--- src/hw/acp_macros.svh ---
// acp sample-memory port: widths, depths, latency and credit constants
`ifndef ACP_MACROS_SVH
`define ACP_MACROS_SVH

// host bus word
`define ACP_BUS_WIDTH     32
// one stereo channel, two per bus word
`define ACP_SAMPLE_WIDTH  16

// sample memory geometry, depth is 2**addr width so addresses wrap for free
`define ACP_ADDR_WIDTH    5
`define ACP_MEM_DEPTH     32

// burst code field of the control word
`define ACP_BURST_WIDTH   3
// beat, latency and queue level counters, holds 0..8
`define ACP_CNT_WIDTH     4

// wait cycles after ack, also ram read pipeline depth
`define ACP_LATENCY       2

// return path sizing
// one max burst fits in the queue
`define ACP_QUEUE_DEPTH   8
// host receive slots after reset
`define ACP_HOST_CREDITS  4

`endif

--- src/hw/acp_bus_pkg.sv ---
// host-side types for the acp request and return ports
package acp_bus_pkg;

`include "acp_macros.svh"

    // control word from host
    typedef struct packed {
        logic                        write;
        logic [`ACP_BURST_WIDTH-1:0] burst;
    } acp_ctrl_t;

    // address phase decode of the bus word
    typedef struct packed {
        logic [`ACP_BUS_WIDTH-`ACP_ADDR_WIDTH-1:0] unused;
        logic [`ACP_ADDR_WIDTH-1:0]                start;
    } acp_addr_view_t;

    // data phase decode, left channel in the upper half
    typedef struct packed {
        logic [`ACP_SAMPLE_WIDTH-1:0] left;
        logic [`ACP_SAMPLE_WIDTH-1:0] right;
    } acp_sample_view_t;

    // same 32 bits, meaning depends on the phase
    typedef union packed {
        acp_addr_view_t   addr;
        acp_sample_view_t sample;
    } acp_bus_word_t;

    // one beat on the return port
    typedef struct packed {
        acp_bus_word_t word;
    } acp_rd_beat_t;

endpackage

--- src/hw/acp_mem_pkg.sv ---
// memory-side types for the acp sequencer and sample ram
package acp_mem_pkg;

    import acp_bus_pkg::*;

`include "acp_macros.svh"

    // one ram request per cycle, 39 bits
    typedef struct packed {
        logic                       we;
        logic                       re;
        logic [`ACP_ADDR_WIDTH-1:0] addr;
        acp_bus_word_t              word;
    } acp_ram_req_t;

    // sequencer states, same order as the request protocol
    typedef enum logic [2:0] {
        ST_WAIT_FOR_ACK = 3'd0,
        ST_WRITE_WAIT   = 3'd1,
        ST_READ_WAIT    = 3'd2,
        ST_WRITE_DATA   = 3'd3,
        ST_READ_DATA    = 3'd4,
        ST_FINISH       = 3'd5
    } acp_seq_state_t;

endpackage

--- src/hw/acp_mem_interface.sv ---
// acp request sequencer: ack/wait handshake, burst decode, latency and beat counting
`timescale 1ns/1ps

`include "acp_macros.svh"

module acp_mem_interface
    import acp_bus_pkg::*;
    import acp_mem_pkg::*;
(
    input  logic                      clk,
    input  logic                      rst,
    input  logic                      req_ack,
    input  acp_ctrl_t                 req_ctrl,
    input  acp_bus_word_t             req_word,
    output logic                      req_wait,
    output acp_ram_req_t              ram_req,
    input  logic [`ACP_CNT_WIDTH-1:0] q_free,
    output logic                      q_reserve,
    output logic [`ACP_CNT_WIDTH-1:0] q_reserve_len
);

    localparam int CW = `ACP_CNT_WIDTH;
    localparam int AW = `ACP_ADDR_WIDTH;
    // last value of the latency counter before the data phase
    localparam logic [CW-1:0] LAT_LAST = CW'(`ACP_LATENCY - 1);

    acp_seq_state_t              state_q;
    acp_seq_state_t              state_d;
    logic [CW-1:0]               lat_q;
    logic [CW-1:0]               beat_q;
    logic                        write_q;
    logic [`ACP_BURST_WIDTH-1:0] burst_q;
    logic [AW-1:0]               start_q;
    logic [CW-1:0]               beats;
    logic [CW-1:0]               req_beats;
    logic                        accept;
    logic                        in_wait;
    logic                        in_data;
    logic                        beat_take;
    logic                        last_beat;

    // burst code to beat count, unknown codes move one beat
    function automatic logic [CW-1:0] burst_beats(input logic [`ACP_BURST_WIDTH-1:0] code);
        logic [CW-1:0] n;
        case (code)
            3'd0:    n = CW'(1);
            3'd1:    n = CW'(2);
            3'd2:    n = CW'(4);
            3'd3:    n = CW'(8);
            default: n = CW'(1);
        endcase
        return n;
    endfunction

    // decode both the incoming and the latched code
    assign req_beats = burst_beats(req_ctrl.burst);
    assign beats     = burst_beats(burst_q);

    // reads only go when the whole burst has room in the return queue
    assign accept = (state_q == ST_WAIT_FOR_ACK) && req_ack
                    && (req_ctrl.write || (q_free >= req_beats));

    assign in_wait = (state_q == ST_WRITE_WAIT) || (state_q == ST_READ_WAIT);
    assign in_data = (state_q == ST_WRITE_DATA) || (state_q == ST_READ_DATA);

    // writes need ack per beat, reads stream one request per cycle
    assign beat_take = ((state_q == ST_WRITE_DATA) && req_ack) || (state_q == ST_READ_DATA);
    assign last_beat = beat_take && (beat_q == beats - CW'(1));

    // wait only during the latency phase
    assign req_wait = in_wait;

    // slot reservation on read accept
    assign q_reserve     = accept && !req_ctrl.write;
    assign q_reserve_len = req_beats;

    // ram request, address wraps through the narrow add
    always_comb begin
        ram_req.we   = (state_q == ST_WRITE_DATA) && req_ack;
        ram_req.re   = (state_q == ST_READ_DATA);
        ram_req.addr = start_q + AW'(beat_q);
        ram_req.word = req_word;
    end

    // next state
    always_comb begin
        state_d = state_q;
        case (state_q)
            ST_WAIT_FOR_ACK: begin
                if (accept) begin
                    state_d = req_ctrl.write ? ST_WRITE_WAIT : ST_READ_WAIT;
                end
            end
            ST_WRITE_WAIT: begin
                if (lat_q == LAT_LAST) begin
                    state_d = ST_WRITE_DATA;
                end
            end
            ST_READ_WAIT: begin
                if (lat_q == LAT_LAST) begin
                    state_d = ST_READ_DATA;
                end
            end
            ST_WRITE_DATA, ST_READ_DATA: begin
                if (last_beat) begin
                    state_d = ST_FINISH;
                end
            end
            ST_FINISH: begin
                // hold until host drops ack
                if (!req_ack) begin
                    state_d = ST_WAIT_FOR_ACK;
                end
            end
            default: state_d = ST_WAIT_FOR_ACK;
        endcase
    end

    // state, counters and latched command
    always_ff @(posedge clk) begin
        if (rst) begin
            state_q <= ST_WAIT_FOR_ACK;
            lat_q   <= '0;
            beat_q  <= '0;
            write_q <= 1'b0;
            burst_q <= '0;
        end else begin
            state_q <= state_d;
            // latency count clears outside the wait states
            lat_q   <= in_wait ? lat_q + CW'(1) : '0;
            // beat index doubles as the address offset
            if (!in_data) begin
                beat_q <= '0;
            end else if (beat_take) begin
                beat_q <= beat_q + CW'(1);
            end
            if (accept) begin
                write_q <= req_ctrl.write;
                burst_q <= req_ctrl.burst;
            end
        end
    end

    // start address from the address view of the bus word
    always_ff @(posedge clk) begin
        if (accept) begin
            start_q <= req_word.addr.start;
        end
    end

    // writes only in the data phase of a latched write command
    a_we_in_write_data: assert property (@(posedge clk) disable iff (rst)
        ram_req.we |-> (state_q == ST_WRITE_DATA) && write_q);

    // a write command never issues ram reads
    a_no_read_on_write: assert property (@(posedge clk) disable iff (rst)
        ram_req.re |-> !write_q && $past(state_q) inside {ST_READ_WAIT, ST_READ_DATA});

endmodule

--- src/hw/acp_sample_ram.sv ---
// acp sample ram: register array, write in request cycle, pipelined read
`timescale 1ns/1ps

`include "acp_macros.svh"

module acp_sample_ram
    import acp_bus_pkg::*;
    import acp_mem_pkg::*;
(
    input  logic          clk,
    input  logic          rst,
    input  acp_ram_req_t  ram_req,
    output logic          ram_rd_valid,
    output acp_bus_word_t ram_rd_word
);

    localparam int LAT = `ACP_LATENCY;

    acp_bus_word_t mem [`ACP_MEM_DEPTH];
    // read pipeline, stage 0 is the array read
    logic          vld_q  [LAT];
    acp_bus_word_t word_q [LAT];

    // array and data stages
    always_ff @(posedge clk) begin
        if (ram_req.we) begin
            mem[ram_req.addr] <= ram_req.word;
        end
        if (ram_req.re) begin
            word_q[0] <= mem[ram_req.addr];
        end
        for (int i = 1; i < LAT; i++) begin
            word_q[i] <= word_q[i-1];
        end
    end

    // valid bits shift alongside, several reads in flight
    always_ff @(posedge clk) begin
        if (rst) begin
            for (int i = 0; i < LAT; i++) begin
                vld_q[i] <= 1'b0;
            end
        end else begin
            vld_q[0] <= ram_req.re;
            for (int i = 1; i < LAT; i++) begin
                vld_q[i] <= vld_q[i-1];
            end
        end
    end

    // last stage lands exactly LAT cycles after the request
    assign ram_rd_valid = vld_q[LAT-1];
    assign ram_rd_word  = word_q[LAT-1];

endmodule

--- src/hw/acp_return_queue.sv ---
// acp return queue: read-data fifo with slot reservation and host credit counter
`timescale 1ns/1ps

`include "acp_macros.svh"

module acp_return_queue
    import acp_bus_pkg::*;
(
    input  logic                      clk,
    input  logic                      rst,
    input  logic                      push_valid,
    input  acp_bus_word_t             push_word,
    input  logic                      reserve,
    input  logic [`ACP_CNT_WIDTH-1:0] reserve_len,
    output logic [`ACP_CNT_WIDTH-1:0] free_slots,
    input  logic                      rd_credit,
    output logic                      rd_valid,
    output acp_rd_beat_t              rd_beat
);

    localparam int DEPTH = `ACP_QUEUE_DEPTH;
    localparam int CW    = `ACP_CNT_WIDTH;
    localparam int PW    = $clog2(DEPTH);
    localparam int KW    = $clog2(`ACP_HOST_CREDITS + 1);
    localparam logic [CW-1:0] DEPTH_C   = CW'(DEPTH);
    localparam logic [KW-1:0] CREDITS_C = KW'(`ACP_HOST_CREDITS);

    acp_bus_word_t mem [DEPTH];
    logic [PW-1:0] wr_ptr_q;
    logic [PW-1:0] rd_ptr_q;
    // entries holding data
    logic [CW-1:0] count_q;
    // slots promised to reads still in flight
    logic [CW-1:0] resv_q;
    logic [KW-1:0] credit_q;
    logic          pop;

    // what the sequencer may still claim
    assign free_slots = DEPTH_C - count_q - resv_q;

    // one beat per cycle while data and credit are there
    assign rd_valid     = (count_q != '0) && (credit_q != '0);
    assign rd_beat.word = mem[rd_ptr_q];
    assign pop          = rd_valid;

    // storage
    always_ff @(posedge clk) begin
        if (push_valid) begin
            mem[wr_ptr_q] <= push_word;
        end
    end

    // pointers, levels and credits
    always_ff @(posedge clk) begin
        if (rst) begin
            wr_ptr_q <= '0;
            rd_ptr_q <= '0;
            count_q  <= '0;
            resv_q   <= '0;
            credit_q <= CREDITS_C;
        end else begin
            if (push_valid) begin
                wr_ptr_q <= wr_ptr_q + PW'(1);
            end
            if (pop) begin
                rd_ptr_q <= rd_ptr_q + PW'(1);
            end
            count_q  <= count_q + CW'(push_valid) - CW'(pop);
            // each arriving beat converts one reservation
            resv_q   <= resv_q + (reserve ? reserve_len : '0) - CW'(push_valid);
            credit_q <= credit_q - KW'(pop) + KW'(rd_credit);
        end
    end

    // every push lands in a reserved slot, so the fifo cannot overflow
    a_push_reserved: assert property (@(posedge clk) disable iff (rst)
        push_valid |-> (resv_q != '0) && (count_q != DEPTH_C));

    // host never returns more credits than it was given
    a_credit_bound: assert property (@(posedge clk) disable iff (rst)
        credit_q <= CREDITS_C);

endmodule

--- src/hw/acp_mem_top.sv ---
// acp sample-memory port top: sequencer, sample ram and return queue
`timescale 1ns/1ps

`include "acp_macros.svh"

module acp_mem_top
    import acp_bus_pkg::*;
    import acp_mem_pkg::*;
(
    input  logic          clk,
    input  logic          rst,
    input  logic          req_ack,
    input  acp_ctrl_t     req_ctrl,
    input  acp_bus_word_t req_word,
    output logic          req_wait,
    output logic          rd_valid,
    output acp_rd_beat_t  rd_beat,
    input  logic          rd_credit
);

    acp_ram_req_t              ram_req;
    logic                      ram_rd_valid;
    acp_bus_word_t             ram_rd_word;
    logic [`ACP_CNT_WIDTH-1:0] q_free;
    logic                      q_reserve;
    logic [`ACP_CNT_WIDTH-1:0] q_reserve_len;

    // command sequencer
    acp_mem_interface u_seq (
        .clk           (clk),
        .rst           (rst),
        .req_ack       (req_ack),
        .req_ctrl      (req_ctrl),
        .req_word      (req_word),
        .req_wait      (req_wait),
        .ram_req       (ram_req),
        .q_free        (q_free),
        .q_reserve     (q_reserve),
        .q_reserve_len (q_reserve_len)
    );

    // sample storage
    acp_sample_ram u_ram (
        .clk          (clk),
        .rst          (rst),
        .ram_req      (ram_req),
        .ram_rd_valid (ram_rd_valid),
        .ram_rd_word  (ram_rd_word)
    );

    // read results back to host
    acp_return_queue u_rq (
        .clk         (clk),
        .rst         (rst),
        .push_valid  (ram_rd_valid),
        .push_word   (ram_rd_word),
        .reserve     (q_reserve),
        .reserve_len (q_reserve_len),
        .free_slots  (q_free),
        .rd_credit   (rd_credit),
        .rd_valid    (rd_valid),
        .rd_beat     (rd_beat)
    );

endmodule

--- config.mk ---
export PLATFORM = sky130hd
export DESIGN_NAME = acp_mem_top
export DESIGN_NICKNAME = d
export VERILOG_FILES = /design/src/hw/acp_bus_pkg.sv /design/src/hw/acp_mem_pkg.sv /design/src/hw/acp_mem_interface.sv /design/src/hw/acp_sample_ram.sv /design/src/hw/acp_return_queue.sv /design/src/hw/acp_mem_top.sv
export VERILOG_INCLUDE_DIRS = /design/src /design/src/hw
export SDC_FILE = /design/constraint.sdc
export NUM_CORES = 1
export LEC_CHECK = 0
export BUFFER_PORTS_ARGS = -buffer_cell sky130_fd_sc_hd__clkbuf_2
export CAP_MARGIN = 30
export CORE_AREA = 3 3 326 328
export CTS_CLUSTER_DIAMETER = 60
export DETAILED_ROUTE_END_ITERATION = 16
export DIE_AREA = 0 0 329 331
export PLACE_DENSITY = 0.66
export RECOVER_POWER = 50
export SYNTH_ARGS = -nofsm -noshare
export SYNTH_HDL_FRONTEND = slang
export SYNTH_SLANG_ARGS = --single-unit
--- constraint.sdc ---
create_clock -name clk -period 9.91 [get_ports clk]
set_clock_uncertainty 0.05 [all_clocks]
set_input_delay 1.982 -clock clk [delete_from_list [all_inputs] [get_ports clk]]
set_output_delay 1.982 -clock clk [all_outputs]
set_load 0.02 [all_outputs]
# == Word-level counts from Yosys, hierarchy flattened ==
# Memory sizes are Yosys's and may differ from the RTL's. A register that Yosys moved wholly into a read port is not among the register bits.
# Cells that the tools add are included.
# word_totals
reg_bits,36
input_bits,40
output_inout_bits,34
elab_cells,92
mem_bits_rw,1346
mem_count,4
# classes
n_eq_ne,18
n_addsub,14
n_reduce_logical,18
magnitude_cmp,1
n_bitwise,4
mux,23
# mem_list
memory,depth,width,rd,rd_clocked_by_memory_dff,write_ports,line_no,source
u_ram.mem,32,32,1,0,1,acp_sample_ram.sv:19,acp_bus_word_t mem [`ACP_MEM_DEPTH];
u_rq.mem,8,32,1,1,1,acp_return_queue.sv:28,acp_bus_word_t mem [DEPTH];
u_ram.word_q,2,32,2,0,2,acp_sample_ram.sv:22,acp_bus_word_t word_q [LAT];
u_ram.vld_q,2,1,2,0,2,acp_sample_ram.sv:21,logic vld_q [LAT];
# op_table
operator,count
case mux 4 bit (3 select lines),2
two-way mux 3 bit,7
"== test 3 x 2 -> 1 bit, second input constant",6
case mux 3 bit (5 select lines),1
two-way mux 1 bit,11
"== test 3 x 1 -> 1 bit, second input constant",3
"adder 4 x 1 -> 4 bit, second input constant",2
subtractor 4 x 1 -> 4 bit,2
"adder 3 x 1 -> 3 bit, second input constant",2
"== test 3 bit, second input constant",2
logical AND 1 bit,6
"inequality test 2 bit, second input constant",3
OR reduction 2 bit,3
adder 5 x 4 -> 5 bit,1
AND reduction 5 bit,1
adder 4 x 1 -> 4 bit,1
adder 4 bit,1
"== test 4 x 1 -> 1 bit, second input constant",1
== test 4 bit,1
greater-or-equal comparator 4 bit,1
logical OR 1 bit,4
two-way mux 4 bit,1
"inequality test 2 x 1 -> 1 bit, second input constant",2
nonzero test 4 bit,1
11 further kinds,13

# == Longest topological paths before layout ==
# Gate-level depths: netlist (run 1).
# depth
word_depth,9
mapped_depth,19
mapped_depth_nobuf,19

# == By module ==
# A second synthesis (run 1) with hierarchy kept.
# hier_totals
cells_unflattened,2843
hier_area_um2,53485.0
# modules_own_cells
module,area_per_inst_um2,cells_each,n_inst,seq_area_each_um2
acp_sample_ram,41023.1,2175,1,32391.1
acp_return_queue,10966.8,506,1,8087.8
acp_mem_interface,1495.2,162,1,430.4

# == Worst setup path before layout (run 1) ==
# OpenSTA, ideal clock, no wires.
# synth_path
kind,input to register
startpoint,input req_ctrl[2] (netlist bit)
endpoint,register u_rq.resv_q[3]
stages,14
arrival_time_ns,4.882
setup_ns,0.131
setup_slack_ns,4.846
path_buffers,0
required_time_ns,9.729
path_cell_list,or3b_2 ha_1 a211oi_1 o21ai_0 nand3_1 or3_1 ha_1 inv_1 ha_1 a21o_1 a21oi_1 xnor2_1 o31a_1 nor3_1
# synth_via
elab_chain_len,9
word_cells_on_any_way,11
classes_between,add/sub (2); order compare (1); eq/ne (3); mux (2); reduce/logical (3)
# synth_rtl
item,line_no,source
start: declaration,acp_mem_top.sv:13,"input acp_ctrl_t req_ctrl,"
== test 3 x 2 -> 1 bit or == test 3 x 1 -> 1 bit (tied branches),acp_mem_interface.sv:45,case (code)
case mux 4 bit (3 select lines) *,acp_mem_interface.sv:45,
greater-or-equal comparator 4 bit,acp_mem_interface.sv:61,&& (req_ctrl.write || (q_free >= req_beats));
logical OR 1 bit,acp_mem_interface.sv:61,
logical AND 1 bit,acp_mem_interface.sv:61,
logical AND 1 bit,acp_mem_interface.sv:74,assign q_reserve = accept && !req_ctrl.write;
two-way mux 4 bit *,acp_return_queue.sv:70,resv_q <= resv_q + (reserve ? reserve_len : '0) - CW'(push_valid);
adder 4 bit *,acp_return_queue.sv:70,
subtractor 4 x 1 -> 4 bit *,acp_return_queue.sv:70,
end signal: assignment,acp_return_queue.sv:70,
end: declaration,acp_return_queue.sv:34,logic [CW-1:0] resv_q;
# Mark *: on every way between the ends. The rest lies on a longest branch, timed or not.
# A chain may end at the register's enable or synchronous reset.

==> summary.md, run 1 <==
| Metric | Value |
|---|---|
| Status | `complete, but fails checks` |
| Violated checks | `max-capacitance violations, max-slew violations` |
| Final GP Congestion | `0.824` |
| Switch share | `27.9%` |
| Commonest cells post-synth | `edfxtp_1, mux4_2, nand2_1, nor2_1, dfxtp_1` |
| Crit Path Max Fanout | `36` |
| R2R Setup Slk | `4.77 ns` |
| Post-CTS Hold Fix Bufs | `0` |
| TritonCTS Buffers | `137` |
| First-pass GRT wire length | `176 mm` |
| Share of layout cells above drive strength 1 | `26.0%` |
| Synth cell types | `58` |
| Drt pass-1 iters | `5` |
| Core ar. | `103000 um2` |
| Worst rel slew slack | `-63.0%` |
| Worst reg2reg path startpoint | `u_seq.start_q[0]` |
| Post-Synthesis Cells | `2423` |
| Starting DRT DRC Count | `2924` |
| Worst-margin pin slew | `2.45 ns` |
| Final min period | `5.32 ns` |
| CTS tree | `yes` |
| Die Y | `331 um` |
| Max-cap viol count | `29` |
| Leak | `18.9 nW` |
| Area growth, synth to finish | `13.6%` |
| Final #Nets | `2653` |
| Die width | `329 um` |
| Async SR Flop Fraction | `0%` |
| Post-Syn Area | `52700 um2` |
| Crit path capture | `rd_beat[5]` |
| Number of antenna violations at the first check in global routing | `7` |
| Max frequency | `0.188 GHz` |
| Pwr/cell area | `256 nW/um2` |
| Die area | `109000 um2` |
| IO Pins | `74` |
| Post-synth top area share | `75.0%` |
| Tot GR Track Use | `22.3%` |
| Clock Sinks | `1385` |
| Post-Syn Area per Cell | `21.8 um2` |
| Seq cells post-synth | `1385` |
| Worst Setup End Kind | `output port` |
| Unrepaired setup endpoints after global routing | `false` |
| Number of global-route vias before repair | `25.3k` |
| Fin. Hold Viols | `0` |
| Setup TNS | `0 ns` |
| Post-DP HPWL | `69.3 mm` |
| Crit Path Category | `reg2out` |
| Worst VDD drop | `0.174 mV` |
| Vias per inst | `6.12` |
| Clock Latency Late Sink | `0.74 ns` |
| Site Rows | `118` |
| HP Class | `reg2reg` |
| Synth Net Count | `2498` |
| Most common cell in the synthesized netlist | `edfxtp_1` |
| Seq pwr share | `44.0%` |
| Combinational power share | `23.1%` |
| DRC violations left | `0` |
| Fin util | `57.9%` |
| Arrival time worst endpoint | `3.29 ns` |
| Input/output buffers | `73` |
| Number of setup buffers added after CTS | `0` |
| Layout fillers | `7420` |
| Routed WL per cell | `29.2 um` |
| Slew Viols, Final | `927` |
| WP data required | `7.88 ns` |
| Initial Util | `50.9%` |
| Seq/Total Area, Yosys | `77.6%` |
| Post-synth EDFFs | `1317` |
| Setup-failing EPs final | `0` |
| Largest net degree at the start of global routing | `123` |
| Main synth FF type | `edfxtp_1` |
| Clock slew at reported path FFs | `0.06 ns` |
| CTS root buffer | `clkbuf_16` |
| Clk pwr share | `32.9%` |
| CTS max path bufs | `3` |
| Resize count post-CTS | `0` |
| Final worst-path cycle share | `53.7%` |
| Worst r2r dst | `u_ram.word_q[0][4]` |
| Yosys warns | `0` |
| Internal power | `11.1 mW` |
| Remaining Overflow, GRT | `0` |
| Post-synth top area cell | `edfxtp_1` |
| R2R depth | `8` |
| Vias | `24.9k` |
| Routed WL | `119 mm` |
| CP startpoint kind | `register` |
| Net Sw Power | `4.28 mW` |
| Largest cells by area after synthesis | `edfxtp_1, mux4_2, dfxtp_1, mux2i_1, nand2_1` |
| CTS H-tree lvls | `4` |
| Routed Antenna Nets | `0` |
[per-stage QoR]
stage | area, um2 | power [mW] | instances | setup slack (ns) | hold slack, ns
global placement | 54900 | 10.4 | 3788 | 4.36 | 0.279
CTS | 59900 | 15.5 | 4058 | 4.46 | 0.297
detailed placement | 55600 | 10.4 | 3817 | 4.42 | 0.284
finish | 59900 | 15.3 | 4065 | 4.59 | 0.297
floorplan | 52700 | 9.27 | 2423 | 4.85 | 0.273
global route | 59900 | 15.9 | 4060 | 4.32 | 0.309
[cell usage in the layout (no fill, tap or decap), types with 7 or more instances in the layout]
cell and count:
or3_1 7, nor2b_1 8, buf_4 19, a221oi_1 17, mux4_2 322, inv_1 31
nand2_1 116, buf_12 22, xnor2_1 15, clkinv_1 25, nand3_1 34, nor3_1 10
buf_16 12, nand2b_1 7, ha_1 29, o21ai_0 9, bufinv_16 11, edfxtp_1 1317
mux2i_1 53, clkinv_2 16, clkbuf_2 44, clkbuf_16 141, clkbuf_1 67, a21oi_1 47
nor2_1 34, dfxtp_1 65, nor2_4 38, a32o_1 10, and3_1 7, xor2_1 8
mux2_2 33
[power by group through the flow]
stage / clock, mW / sequential (mW) / combinational (mW)
4_1_cts: 5.13 / 6.75 / 3.57
2_1_floorplan: 0 / 6.78 / 2.49
3_5_place_dp: 0 / 6.88 / 3.55
3_3_place_gp: 0 / 6.87 / 3.51
6_report: 5.05 / 6.76 / 3.54
5_1_grt: 5.38 / 6.78 / 3.79
[critical path, cell delays in order, from the launching register on]
cell	delay, ns
dfxtp_4	0.72
buf_4	0.68
mux4_2	0.60
mux2_2	0.31
clkbuf_2	0.17
[cell families (layout without fill, tap and decap cells)]
logic type / Yosys count / count (layout) / synth area share [%]
other: 0 / 5 / 0
multiplexers: 408 / 408 / 15.5
AO/OA/AOI/OAI: 135 / 135 / 1.82
AND/OR/NAND/NOR: 281 / 281 / 2.38
flip-flops: 1385 / 1385 / 77.6
adder cells (fa/ha/maj): 35 / 35 / 0.902
XOR/XNOR: 29 / 29 / 0.496
buffers and inverters: 150 / 407 / 1.36
[flip-flops by register name, summed over array words and instances (netlist names), 3 cells and up, named ones only]
name,cells
u_ram.mem,1024
u_rq.mem,256
u_ram.word_q,64
u_seq.start_q,5
u_rq.count_q,4
u_rq.resv_q,4
u_seq.beat_q,4
u_seq.lat_q,4
u_rq.credit_q,3
u_rq.rd_ptr_q,3
u_rq.wr_ptr_q,3
u_seq.burst_q,3
u_seq.state_q,3
[final cells by class]
type                    instances  area [um2]  area share, %
clock buffers                 176        3720           6.21
flip-flops and latches       1385       40900           68.3
inverters                      31         116          0.194
clock inverters                65         641           1.07
well taps                    1380        1730           2.88
diodes                          5        12.5         0.0209
repair buffers                135        1280           2.13
multi-input cells             888       11500           19.2
[how the worst min path moves through the flow]
stage                              startpoint                   to  slack (ns)  depth (start not counted)
after CTS                 u_ram.word_q[0][17]  u_ram.word_q[0][49]        0.30                          0
after floorplan            u_ram.word_q[0][0]  u_ram.word_q[0][32]        0.27                          0
after global routing      u_ram.word_q[0][17]  u_ram.word_q[0][49]        0.31                          0
after global placement     u_ram.word_q[0][4]  u_ram.word_q[0][36]        0.28                          0
final                     u_ram.word_q[0][17]  u_ram.word_q[0][49]        0.30                          0
after detailed placement  u_ram.word_q[0][17]  u_ram.word_q[0][49]        0.28                          0
[layer usage]
metal  global-route usage [%]  part of all wire, %
met1                     32.7                   42
met5                        0                0.023
met2                     35.1                   49
met4                     5.87                  2.0
met3                     4.05                  7.4
No activity file was read; power rests on OpenSTA's default activity.
==> run 2, diff against run 1 <==
==> constraint.sdc (replaced) <==
create_clock -name clk -period 5.4 [get_ports clk]
set_clock_uncertainty 0.05 [all_clocks]
set_input_delay 1.08 -clock clk [delete_from_list [all_inputs] [get_ports clk]]
set_output_delay 1.08 -clock clk [all_outputs]
set_load 0.02 [all_outputs]
==> run 2 against run 1 <==
Effect of this change: the run still ends with max-capacitance violations, max-slew violations left; clock power increased by 85%; non-clock buffer count increased by 14; flip-flop and latch count unchanged; sequential share of layout area about the same; clock-buffer cell count decreased by 6; cell count increased by 0.47%; first-iteration DRC count decreased by 5.5%; power increased by 84%; hold slack got worse by 0.0084 ns; critical path depth increased by 15; register-to-register slack got worse by 4.0 ns; largest cell class unchanged.
==> summary.md, run 2 (synthesis results as in run 1) <==
| Metric | Value |
|---|---|
| First-pass GRT wire length | `176 mm` |
| Crit Path Category | `reg2reg` |
| Post-CTS Hold Fix Bufs | `0` |
| Final GP Congestion | `0.771` |
| Dpl cells | `3833` |
| PnR worst setup slack | `0.775 ns` |
| Fin. Hold Viols | `0` |
| Pwr/cell area | `471 nW/um2` |
| WP data required | `5.89 ns` |
| Worst r2r dst | `u_rq.resv_q[3]` |
| Switch share | `27.8%` |
| Vias per inst | `6.11` |
| CP startpoint kind | `register` |
| Worst reg2reg path startpoint | `u_rq.count_q[1]` |
| Drt pass-1 iters | `5` |
| Routed Antenna Nets | `0` |
| Clk pwr share | `33.1%` |
| Clock Latency Late Sink | `0.74 ns` |
| Die width | `329 um` |
| Worst-margin pin slew | `2.42 ns` |
| Resize count post-CTS | `0` |
| Routed WL per cell | `29.3 um` |
| Hold_sp | `u_ram.word_q[0][7]` |
| Worst Hold End | `u_ram.word_q[0][39]` |
| Max reg flops | `1024` |
| TritonCTS Buffers | `141` |
| Worst Setup End Kind | `register` |
| Layout fillers | `7364` |
| Max frequency | `0.216 GHz` |
| Slew Viols, Final | `399` |
| Initial Util | `50.9%` |
| R2R Setup Slk | `0.78 ns` |
| R2R depth | `19` |
| CTS H-tree lvls | `4` |
| Remaining Overflow, GRT | `0` |
| IO Pins | `74` |
| Seq pwr share | `44.0%` |
| Place WS | `0.793 ns` |
| Status | `complete, but fails checks` |
| Fin util | `57.9%` |
| Most frequent cells in the layout | `edfxtp_1, mux4_2, clkbuf_16` |
| Max-cap viol count | `12` |
| Die Y | `331 um` |
| Vias | `25.0k` |
| Final min period | `4.62 ns` |
| Post-DP HPWL | `67.5 mm` |
| Number of global-route vias before repair | `25.8k` |
| Violated checks | `max-capacitance violations, max-slew violations` |
| Finished Layout Cells | `4084` |
| Largest Register | `u_ram.mem` |
| Die area | `109000 um2` |
| Share of layout cells above drive strength 1 | `26.9%` |
| Crit Path Max Fanout | `8` |
| CTS tree | `yes` |
| Top flop regs | `u_ram.mem x1024, u_rq.mem x256, u_ram.word_q x64` |
| Net Sw Power | `7.83 mW` |
| Clock Sinks | `1385` |
| Internal power | `20.4 mW` |
| DRC violations left | `0` |
| Number of antenna violations at the first check in global routing | `6` |
| Commonest non-fill, non-tap cell in the layout | `edfxtp_1` |
| Worst hold path depth | `0` |
| Worst rel slew slack | `-61.0%` |
| Arrival time worst endpoint | `5.11 ns` |
| CTS max path bufs | `3` |
| Area growth, synth to finish | `13.6%` |
| Final hold slack | `0.288 ns` |
| Combinational power share | `22.9%` |
| Tot GR Track Use | `22.5%` |
| Setup-failing EPs final | `0` |
| Leak | `19.0 nW` |
| Site Rows | `118` |
| Starting DRT DRC Count | `2762` |
| Worst VDD drop | `0.291 mV` |
| Input/output buffers | `73` |
| Routed WL | `120 mm` |
| Largest net degree at the start of global routing | `69` |
| Core ar. | `103000 um2` |
| HP Class | `reg2reg` |
| Placed Area | `55500 um2` |
| Unrepaired setup endpoints after global routing | `false` |
| Final #Nets | `2671` |
| Total power draw | `28.2 mW` |
| CTS root buffer | `clkbuf_16` |
| Number of setup buffers added after CTS | `0` |
| Setup TNS | `0 ns` |
| Final Instance Area | `59900 um2` |
| Final worst-path cycle share | `85.6%` |
| Clock slew at reported path FFs | `0.06 ns` |
[run 2: power by group through the flow]
stage / clock network (mW) / registers [mW] / logic [mW]
after CTS: 9.53 / 12.4 / 6.52
after detailed placement: 0 / 12.6 / 6.49
final: 9.35 / 12.4 / 6.45
after global routing: 9.95 / 12.4 / 6.92
after floorplan: 0 / 12.4 / 4.57
after global placement: 0 / 12.7 / 6.33
[run 2: critical path: stages (launching register included)]
cell and delay [ns]:
dfxtp_1 0.36, ha_1 0.30, inv_1 0.04, ha_1 0.19, fa_1 0.44, xnor2_1 0.22
xnor2_1 0.10, ha_1 0.27, o21ai_0 0.06, o21ai_0 0.23, nand3_1 0.35, or3_1 0.46
ha_1 0.31, inv_1 0.05, ha_1 0.27, a21o_1 0.18, a21oi_1 0.16, xnor2_1 0.17
o31a_1 0.18, nor3_1 0.05
[run 2: area by class of cell]
type | count | area (um2) | area share (%)
Sequential cell | 1385 | 40900 | 68.3
Multi-Input combinational cell | 888 | 11500 | 19.2
Clock buffer | 170 | 3770 | 6.30
Tap cell | 1380 | 1730 | 2.88
Timing Repair Buffer | 149 | 1170 | 1.96
Clock inverter | 78 | 691 | 1.15
Inverter | 31 | 116 | 0.194
Antenna cell | 3 | 7.51 | 0.0125
[run 2: worst max path at each step]
stage,end,startpoint
2_1_floorplan,u_rq.resv_q[3],req_ctrl[2]
3_3_place_gp,u_rq.resv_q[3],req_ctrl[2]
3_5_place_dp,u_rq.resv_q[3],req_ctrl[2]
4_1_cts,u_rq.resv_q[3],u_rq.count_q[1]
5_1_grt,u_rq.resv_q[3],u_rq.count_q[1]
6_report,u_rq.resv_q[3],u_rq.count_q[1]
[run 2: per-layer routing]
metal | GRT usage (%) | up-vias | wire (um)
li1 | - | 10400 | -
met1 | 31.1 | 13300 | 47700
met2 | 37.3 | 1063 | 60100
met3 | 4.13 | 184 | 9380
met4 | 6.17 | 0 | 2600
met5 | 0 | - | 0
